File: config.mk
export PLATFORM = sky130hd
export DESIGN_NAME = matmul_top
export DESIGN_NICKNAME = d
export VERILOG_FILES = /design/src/common/matmul_data_pkg.sv /design/src/common/matmul_ctrl_pkg.sv /design/src/systolic_array/processing_element.sv /design/src/systolic_array/systolic_array.sv /design/src/logic/operand_buffer.sv /design/src/logic/matmul_sequencer.sv /design/src/logic/result_streamer.sv /design/src/logic/matmul_top.sv
export VERILOG_INCLUDE_DIRS = /design/src /design/src/common
export SDC_FILE = /design/constraint.sdc
export NUM_CORES = 2
export LEC_CHECK = 0
export BUFFER_PORTS_ARGS = -buffer_cell sky130_fd_sc_hd__buf_2
export CAP_MARGIN = 10
export CORE_MARGIN = 2
export CORE_UTILIZATION = 27
export CTS_CLUSTER_DIAMETER = 50
export DETAILED_ROUTE_END_ITERATION = 12
export PLACE_DENSITY_LB_ADDON = 0.08
export REMOVE_ABC_BUFFERS = 1
export SYNTH_ARGS = -nofsm -noshare
export SYNTH_HDL_FRONTEND = slang
export SYNTH_SLANG_ARGS = --single-unit
File: constraint.sdc
create_clock -name clk_mem -period 12.7 [get_ports clk_mem]
set_input_delay 0.635 -clock clk_mem [delete_from_list [all_inputs] [get_ports clk_mem]]
set_output_delay 0.635 -clock clk_mem [all_outputs]
set_load 0.005 [all_outputs]
File: src/common/matmul_defs.svh
`ifndef MATMUL_DEFS_SVH
`define MATMUL_DEFS_SVH

// Width of one matrix element
`define MM_DWIDTH 8

// PEs per row and per column of the tile
`define MM_TILE 4

// Operand words per matrix, one word per k
`define MM_DEPTH 4
`define MM_AWIDTH 2

// Start to done latency
// Clear and first read, read latency, the remaining k words,
// skew plus travel to the far corner PE, and the MAC register
`define MM_COMPUTE_CYCLES (2 + (`MM_DEPTH - 1) + 2 * (`MM_TILE - 1) + 1)

// Result beats the host can take after reset
`define MM_CREDITS 2

`endif

File: src/common/matmul_data_pkg.sv
`default_nettype none

`include "matmul_defs.svh"

package matmul_data_pkg;

  //////////////////////////////////////////////////
  // Matrix element and operand word
  //////////////////////////////////////////////////

  typedef logic [`MM_DWIDTH-1:0] elem_t;

  // One memory word seen as a flat vector by the buffer
  // and as four lanes by the array
  // Lane i is row i for A, column j for B
  typedef union packed {
    logic [`MM_TILE*`MM_DWIDTH-1:0] raw;
    elem_t [`MM_TILE-1:0]           lanes;
  } operand_word_u;

  //////////////////////////////////////////////////
  // Result row
  //////////////////////////////////////////////////

  // Element j of the row sits in lane j
  typedef elem_t [`MM_TILE-1:0] c_row_t;

endpackage

`default_nettype wire

File: src/common/matmul_ctrl_pkg.sv
`default_nettype none

`include "matmul_defs.svh"

package matmul_ctrl_pkg;

  // Target bank of a host write
  typedef enum logic {
    MAT_A = 1'b0,
    MAT_B = 1'b1
  } mat_sel_e;

  //////////////////////////////////////////////////
  // Host write word, 36 bits
  //////////////////////////////////////////////////

  typedef struct packed {
    logic                           valid;
    mat_sel_e                       sel;
    logic [`MM_AWIDTH-1:0]          addr;
    matmul_data_pkg::operand_word_u data;
  } host_wr_t;

  //////////////////////////////////////////////////
  // Result beat, 35 bits
  //////////////////////////////////////////////////

  typedef struct packed {
    logic                        valid;
    logic [$clog2(`MM_TILE)-1:0] row_idx;
    matmul_data_pkg::c_row_t     row;
  } result_beat_t;

endpackage

`default_nettype wire

File: src/systolic_array/processing_element.sv
`timescale 1ns/1ps
`default_nettype none

module processing_element (
  input  wire                         clk_mem,
  input  wire                         reset,
  input  wire                         acc_clear,
  input  wire matmul_data_pkg::elem_t in_a,
  input  wire matmul_data_pkg::elem_t in_b,
  output matmul_data_pkg::elem_t      out_a,
  output matmul_data_pkg::elem_t      out_b,
  output matmul_data_pkg::elem_t      acc
);

  localparam int DW = $bits(matmul_data_pkg::elem_t);

  logic [2*DW-1:0] prod;

  // Full product, only the low byte is kept
  assign prod = in_a * in_b;

  // Operands move one cell right and one cell down per cycle
  always_ff @(posedge clk_mem) begin
    if (reset) begin
      out_a <= '0;
      out_b <= '0;
    end else begin
      out_a <= in_a;
      out_b <= in_b;
    end
  end

  // Accumulate modulo 256
  always_ff @(posedge clk_mem) begin
    if (reset || acc_clear) begin
      acc <= '0;
    end else begin
      acc <= acc + prod[DW-1:0];
    end
  end

endmodule

`default_nettype wire

File: src/systolic_array/systolic_array.sv
`timescale 1ns/1ps
`default_nettype none

`include "matmul_defs.svh"

module systolic_array (
  input  wire                                 clk_mem,
  input  wire                                 reset,
  input  wire matmul_data_pkg::operand_word_u a_word,
  input  wire matmul_data_pkg::operand_word_u b_word,
  input  wire                                 feed_valid,
  input  wire                                 acc_clear,
  output wire matmul_data_pkg::c_row_t        c_matrix [`MM_TILE]
);

  localparam int DW = $bits(matmul_data_pkg::elem_t);

  // A travels right along a row, B travels down a column
  // Index TILE is the spill out of the far edge
  wire matmul_data_pkg::elem_t a_h [`MM_TILE][`MM_TILE+1];
  wire matmul_data_pkg::elem_t b_v [`MM_TILE+1][`MM_TILE];

  genvar i, j;

  //////////////////////////////////////////////////
  // Input skew, lane i delayed by i cycles
  //////////////////////////////////////////////////

  for (i = 0; i < `MM_TILE; i++) begin : g_skew
    matmul_data_pkg::elem_t a_gate;
    matmul_data_pkg::elem_t b_gate;

    assign a_gate = feed_valid ? a_word.lanes[i] : '0;
    assign b_gate = feed_valid ? b_word.lanes[i] : '0;

    if (i == 0) begin : g_direct
      assign a_h[i][0] = a_gate;
      assign b_v[0][i] = b_gate;
    end else begin : g_dly
      // Newest element in slot 0, oldest in slot i-1
      matmul_data_pkg::elem_t [i-1:0] a_sr;
      matmul_data_pkg::elem_t [i-1:0] b_sr;

      always_ff @(posedge clk_mem) begin
        if (reset) begin
          a_sr <= '0;
          b_sr <= '0;
        end else begin
          a_sr <= (a_sr << DW) | a_gate;
          b_sr <= (b_sr << DW) | b_gate;
        end
      end

      assign a_h[i][0] = a_sr[i-1];
      assign b_v[0][i] = b_sr[i-1];
    end
  end

  //////////////////////////////////////////////////
  // PE grid
  //////////////////////////////////////////////////

  for (i = 0; i < `MM_TILE; i++) begin : g_row
    for (j = 0; j < `MM_TILE; j++) begin : g_col
      processing_element u_pe (
        .clk_mem   (clk_mem),
        .reset     (reset),
        .acc_clear (acc_clear),
        .in_a      (a_h[i][j]),
        .in_b      (b_v[i][j]),
        .out_a     (a_h[i][j+1]),
        .out_b     (b_v[i+1][j]),
        .acc       (c_matrix[i][j])
      );
    end
  end

endmodule

`default_nettype wire

File: src/logic/operand_buffer.sv
`timescale 1ns/1ps
`default_nettype none

`include "matmul_defs.svh"

module operand_buffer (
  input  wire                            clk_mem,
  input  wire                            reset,
  input  wire matmul_ctrl_pkg::host_wr_t host_wr,
  input  wire                            busy,
  input  wire                            rd_en,
  input  wire [`MM_AWIDTH-1:0]           rd_addr,
  output matmul_data_pkg::operand_word_u a_word,
  output matmul_data_pkg::operand_word_u b_word
);

  // Column k of A and row k of B at address k
  logic [`MM_TILE*`MM_DWIDTH-1:0] bank_a [`MM_DEPTH];
  logic [`MM_TILE*`MM_DWIDTH-1:0] bank_b [`MM_DEPTH];

  logic wr_ok;

  // Host writes only land while the tile is idle
  assign wr_ok = host_wr.valid && !busy;

  //////////////////////////////////////////////////
  // Storage
  //////////////////////////////////////////////////

  always_ff @(posedge clk_mem) begin
    if (wr_ok) begin
      if (host_wr.sel == matmul_ctrl_pkg::MAT_A) begin
        bank_a[host_wr.addr] <= host_wr.data.raw;
      end else begin
        bank_b[host_wr.addr] <= host_wr.data.raw;
      end
    end
  end

  //////////////////////////////////////////////////
  // Read port
  //////////////////////////////////////////////////

  // Zero outside a read so the array sees no stale operands
  always_ff @(posedge clk_mem) begin
    if (reset) begin
      a_word.raw <= '0;
      b_word.raw <= '0;
    end else if (rd_en) begin
      a_word.raw <= bank_a[rd_addr];
      b_word.raw <= bank_b[rd_addr];
    end else begin
      a_word.raw <= '0;
      b_word.raw <= '0;
    end
  end

endmodule

`default_nettype wire

File: src/logic/matmul_sequencer.sv
`timescale 1ns/1ps
`default_nettype none

`include "matmul_defs.svh"

module matmul_sequencer (
  input  wire                   clk_mem,
  input  wire                   reset,
  input  wire                   start,
  input  wire                   draining,
  output logic                  busy,
  output logic                  rd_en,
  output logic [`MM_AWIDTH-1:0] rd_addr,
  output logic                  acc_clear,
  output logic                  feed_valid,
  output logic                  capture,
  output logic                  done
);

  localparam int CNT_W = $clog2(`MM_COMPUTE_CYCLES + 1);
  localparam logic [CNT_W-1:0] LAST = CNT_W'(`MM_COMPUTE_CYCLES);
  localparam logic [CNT_W-1:0] LAST_RD = CNT_W'(`MM_DEPTH);
  localparam logic [CNT_W-1:0] LAST_FEED = CNT_W'(`MM_DEPTH + 1);

  // Cycles since the accepted start, 1 in the first busy cycle
  logic [CNT_W-1:0] cnt;
  logic [CNT_W-1:0] cnt_m1;
  logic             at_last;

  //////////////////////////////////////////////////
  // Cycle counter
  //////////////////////////////////////////////////

  // A start while busy is dropped
  // At the last count the result waits until the streamer has
  // sent every row of the previous set
  always_ff @(posedge clk_mem) begin
    if (reset) begin
      busy <= 1'b0;
      cnt  <= '0;
    end else if (!busy) begin
      if (start) begin
        busy <= 1'b1;
        cnt  <= CNT_W'(1);
      end
    end else if (cnt == LAST) begin
      if (!draining) begin
        busy <= 1'b0;
        cnt  <= '0;
      end
    end else begin
      cnt <= cnt + 1'b1;
    end
  end

  //////////////////////////////////////////////////
  // Decoded controls
  //////////////////////////////////////////////////

  assign cnt_m1  = cnt - 1'b1;
  assign rd_addr = cnt_m1[`MM_AWIDTH-1:0];

  // Reads on counts 1..DEPTH, data valid one count later
  assign rd_en      = busy && (cnt <= LAST_RD);
  assign feed_valid = busy && (cnt >= CNT_W'(2)) && (cnt <= LAST_FEED);
  assign acc_clear  = busy && (cnt == CNT_W'(1));

  assign at_last = busy && (cnt == LAST);
  assign capture = at_last && !draining;
  assign done    = capture;

endmodule

`default_nettype wire

File: src/logic/result_streamer.sv
`timescale 1ns/1ps
`default_nettype none

`include "matmul_defs.svh"

module result_streamer (
  input  wire                          clk_mem,
  input  wire                          reset,
  input  wire                          capture,
  input  wire matmul_data_pkg::c_row_t c_matrix [`MM_TILE],
  input  wire                          result_credit,
  output logic                         draining,
  output matmul_ctrl_pkg::result_beat_t result
);

  localparam int ROW_W = $clog2(`MM_TILE);
  // Headroom for credits the host returns early
  localparam int CREDIT_W = $clog2(`MM_CREDITS + 1) + 2;

  matmul_data_pkg::c_row_t rows_q [`MM_TILE];

  logic [ROW_W-1:0]    row_ptr;
  logic [CREDIT_W-1:0] credits;
  logic                send;

  assign send = draining && (credits != '0);

  //////////////////////////////////////////////////
  // Row capture
  //////////////////////////////////////////////////

  always_ff @(posedge clk_mem) begin
    if (capture) begin
      rows_q <= c_matrix;
    end
  end

  //////////////////////////////////////////////////
  // Row pointer and credits
  //////////////////////////////////////////////////

  // Capture only comes while not draining, so it never meets a send
  always_ff @(posedge clk_mem) begin
    if (reset) begin
      draining <= 1'b0;
      row_ptr  <= '0;
    end else if (capture) begin
      draining <= 1'b1;
      row_ptr  <= '0;
    end else if (send) begin
      row_ptr <= row_ptr + 1'b1;
      if (row_ptr == ROW_W'(`MM_TILE - 1)) begin
        draining <= 1'b0;
      end
    end
  end

  always_ff @(posedge clk_mem) begin
    if (reset) begin
      credits <= CREDIT_W'(`MM_CREDITS);
    end else begin
      case ({send, result_credit})
        2'b10:   credits <= credits - 1'b1;
        2'b01:   credits <= credits + 1'b1;
        default: credits <= credits;
      endcase
    end
  end

  // One row per cycle while credits last
  assign result = '{valid: send, row_idx: row_ptr, row: rows_q[row_ptr]};

endmodule

`default_nettype wire

File: src/logic/matmul_top.sv
`timescale 1ns/1ps
`default_nettype none

`include "matmul_defs.svh"

module matmul_top (
  input  wire                            clk_mem,
  input  wire                            reset,
  input  wire matmul_ctrl_pkg::host_wr_t host_wr,
  input  wire                            start,
  input  wire                            result_credit,
  output wire                            done,
  output matmul_ctrl_pkg::result_beat_t  result
);

  wire                                 busy;
  wire                                 rd_en;
  wire [`MM_AWIDTH-1:0]                rd_addr;
  wire                                 acc_clear;
  wire                                 feed_valid;
  wire                                 capture;
  wire                                 draining;
  wire matmul_data_pkg::operand_word_u a_word;
  wire matmul_data_pkg::operand_word_u b_word;
  wire matmul_data_pkg::c_row_t        c_matrix [`MM_TILE];

  operand_buffer u_operand_buffer (
    .clk_mem (clk_mem),
    .reset   (reset),
    .host_wr (host_wr),
    .busy    (busy),
    .rd_en   (rd_en),
    .rd_addr (rd_addr),
    .a_word  (a_word),
    .b_word  (b_word)
  );

  matmul_sequencer u_matmul_sequencer (
    .clk_mem    (clk_mem),
    .reset      (reset),
    .start      (start),
    .draining   (draining),
    .busy       (busy),
    .rd_en      (rd_en),
    .rd_addr    (rd_addr),
    .acc_clear  (acc_clear),
    .feed_valid (feed_valid),
    .capture    (capture),
    .done       (done)
  );

  systolic_array u_systolic_array (
    .clk_mem    (clk_mem),
    .reset      (reset),
    .a_word     (a_word),
    .b_word     (b_word),
    .feed_valid (feed_valid),
    .acc_clear  (acc_clear),
    .c_matrix   (c_matrix)
  );

  result_streamer u_result_streamer (
    .clk_mem       (clk_mem),
    .reset         (reset),
    .capture       (capture),
    .c_matrix      (c_matrix),
    .result_credit (result_credit),
    .draining      (draining),
    .result        (result)
  );

endmodule

`default_nettype wire

==> reports/summary.txt <==
status: completed
GRT Overall Usage: 14.2%
CP dominant cell by count: fa_1
final worst-path setup slack: 7.36 ns
hold path cells: 3
worst vdd ir: 0.121 mV
most frequent cell after synthesis: inv_1
CP max stage delay: 0.73 ns
ys async rst share: 0%
Worst R2R Setup Slack: 7.36 ns
Initial DRC Count: 946
CTS tree: yes
Yosys warning count: 0
fin area: 51800 sq um
#FFs+latches synth: 876
clk_lat worst skew: 0.73 ns
Die Width: 410 um
maxcap violations: 0
crit end category: register
setup violators final: 0
Initial Util: 27.3%
GR peak layer: met2
die height: 410 um
Commonest cells post-synth: inv_1, dfxtp_1, edfxtp_1
sequential share of power: 44.1%
ys flop type: dfxtp_1
RSZ-0062 raised after global routing: false
core area: 163000 sq um
# rows: 148
crit-path cells: ha_1 -> nor2_1 -> a21oi_4 -> and2_1 -> nand2_1 -> fa_1 -> inv_1 -> fa_1 -> ha_1 -> inv_1 -> fa_1 -> inv_1 -> fa_1 -> a21o_1 -> a21oi_1 -> xnor2_1 -> nand3_1 -> a21oi_1
Worst R2R Start: u_matmul_sequencer.cnt[0]
pin count of the biggest net entering global routing: 152
Worst R2R End: u_systolic_array.g_row[0].g_col[0].u_pe.acc[7]
Critical Path Sink: u_systolic_array.g_row[0].g_col[0].u_pe.acc[7]
Comb power frac: 2.5%
H-tree levels: 4
final period demand of the worst path: 5.34 ns
drt pass-1 iters: 4
top cell type by total area after synthesis: edfxtp_1
postcts setup bufs: 0
Clock power frac: 53.4%
total negative setup slack: 0 ns
Worst-Margin Slew: 0.921 ns
hold-fix buffer count after cts: 0
Slew HR: 38.6%
CP Depth: 18
Root Driver: clkbuf_16
Int Pwr: 5260 uW
Critical Path RT: 13.35 ns
via count: 24800
Tcrit/Tclk final: 42.0%
GR met2 Demand/Resource: 23.9%
M1 GR Usage: 18.6%
class of the worst hold path: primary input to register
global-route wire length before repair: 178000 um
number of global-route vias before repair: 27500
cts bufs inserted: 131
CP max-delay cell: dfxtp_4
endpoints failing hold: 0
pwr/cell area: 131 nW/um^2
clock sinks: 876
Setup crit start kind: register
Overflow after GRT: 0
Sw Pwr: 1500 uW
layout cells sized above 1: 10.7%
Crit Path Max Fanout: 30
GPL Wtd Cong: 0.751
Port Buffer Count: 75
post-cts gate resize count: 0
DP Worst Slack: 7.29 ns
Layout Utilization: 31.7%
I/O Pins: 76
via density per instance: 4.04
top-area cell type share of the netlist area: 25.9%
crit path DAT: 5.99 ns
met3 capacity usage during global routing: 2.54%
routed wire length: 115000 um
DRC viols: 0
DRT antenna net count: 0
Seq/Total Area, Yosys: 48.0%
DP HPWL: 81700 um
Layout area overhead: 16.4%
Max Fclk: 187 MHz
Post-Syn Instances: 3726
Buf+Inv Stages, Crit Path: 3
number of synthesized flops with an enable pin: 384
die area: 168000 sq um
clock slew at reported path FFs: 0.05 ns
initial antenna violation count: 18
clk_skew: 0.0316 ns
worst setup path class: register to register
switching power share of the total: 22.2%
placed standard-cell area: 47400 sq um
Final Slew Violations: 0
Avg Inst Size Synth: 11.9 sq um
LEAKAGE: 0.0210 uW
Cell Area, Synth: 44500 sq um
WL per Instance: 18.7 um
Total Power: 6760 uW
Total Nets Final: 4459
CP delay by family, top: adder cells
Cell variety after synth: 40
Worst setup startpoint: u_matmul_sequencer.cnt[0]
top post-synthesis cells by area: edfxtp_1, dfxtp_1, fa_1
Reg2Reg Depth: 18
Max clock buf depth: 3
==> sequential cells by signal (all words and copies together), names as in the netlist <==
name                                     count
u_result_streamer.rows_q                   128
u_systolic_array.g_row.g_col.u_pe.out_b     96
u_result_streamer.credits                    4
u_operand_buffer.bank_a                    128
u_systolic_array.g_skew.g_dly.b_sr          32
u_systolic_array.a_h                        16
u_matmul_sequencer.busy                      1
u_operand_buffer.a_word                     32
u_result_streamer.draining                   1
u_operand_buffer.bank_b                    128
u_matmul_sequencer.cnt                       4
u_systolic_array.g_row.g_col.u_pe.out_a     96
u_operand_buffer.b_word                     32
u_systolic_array.b_v                        16
u_result_streamer.row_ptr                    2
u_systolic_array.g_row.g_col.u_pe.acc      128
u_systolic_array.g_skew.g_dly.a_sr          32
==> power groups by stage <==
stage / registers, uW / logic [uW] / clock network [uW]
after global placement: 3040 / 178 / 0
after global routing: 2980 / 189 / 3860
final: 2980 / 171 / 3610
after CTS: 2980 / 179 / 3740
after detailed placement: 3040 / 179 / 0
after floorplan: 3040 / 95.6 / 0
==> per-layer routing <==
metal,part of all wire [%],routed length (um)
met1,46,53100
met2,48,55600
met3,3.1,3510
met4,2.1,2440
met5,0.035,40
==> placed cells by master, fill, tap and decap left out, drive strengths merged <==
master / count
clkinvlp: 2
dfxtp: 492
mux4: 96
nand2: 357
diode: 2
and2: 331
nor3: 6
and3: 15
or2: 1
or4: 1
a311oi: 1
a21boi: 1
or3: 1
bufinv: 10
inv: 628
nor2: 74
edfxtp: 384
fa: 289
nand3: 12
clkinv: 39
a211o: 1
xor2: 66
nor4: 4
ha: 280
nand4: 1
clkbuf: 165
a21oi: 40
nand3b: 1
nor2b: 292
o31ai: 1
a31o: 1
nand2b: 2
nor3b: 1
a31oi: 2
xnor2: 227
o21ai: 2
buf: 97
a21o: 34
==> worst register-to-register path, stage by stage, from the launching register on <==
cell and delay [ns]:
dfxtp_4 0.73, ha_1 0.37, nor2_1 0.10, a21oi_4 0.60, and2_1 0.32, nand2_1 0.10
fa_1 0.53, inv_1 0.06, fa_1 0.45, ha_1 0.28, inv_1 0.04, fa_1 0.47
inv_1 0.06, fa_1 0.40, a21o_1 0.17, a21oi_1 0.17, xnor2_1 0.16, nand3_1 0.10
a21oi_1 0.15
==> final cells by class <==
cell class              count  area [sq um]
well taps                2175          2720
inverters                 604          2270
repair buffers             97           576
clock inverters            75           810
fillers                 16600        111000
clock buffers             165          3580
diodes                      2          5.00
multi-input cells        2140         20400
flip-flops and latches    876         21400
==> cells by family after synthesis <==
kind of cell / count (synthesis) / synth area share (%)
flops: 876 / 48.0
fa+ha+maj: 569 / 20.9
simple gates: 1099 / 13.0
mux: 96 / 4.86
xor+xnor: 293 / 5.77
buf+inv: 710 / 6.26
compound gates: 83 / 1.20
==> metrics by stage <==
stage                     hold WS [ns]  instances
after global placement           0.409       5891
after floorplan                  0.406       3620
final                            0.146       6134
after global routing             0.121       6133
after CTS                       0.0761       6132
after detailed placement         0.413       5892
==> worst min path at each step <==
stage	from	end	slack (ns)
global placement	u_operand_buffer.a_word[15]	u_systolic_array.g_skew[1].g_dly.a_sr[7]	0.41
detailed placement	u_operand_buffer.a_word[14]	u_systolic_array.g_skew[1].g_dly.a_sr[6]	0.41
floorplan	u_operand_buffer.a_word[8]	u_systolic_array.g_skew[1].g_dly.a_sr[0]	0.41
finish	start	u_matmul_sequencer.busy	0.15
global route	host_wr[13]	u_operand_buffer.bank_a[0][13]	0.12
CTS	start	u_matmul_sequencer.busy	0.08
Power figures use the tool's default switching activity.
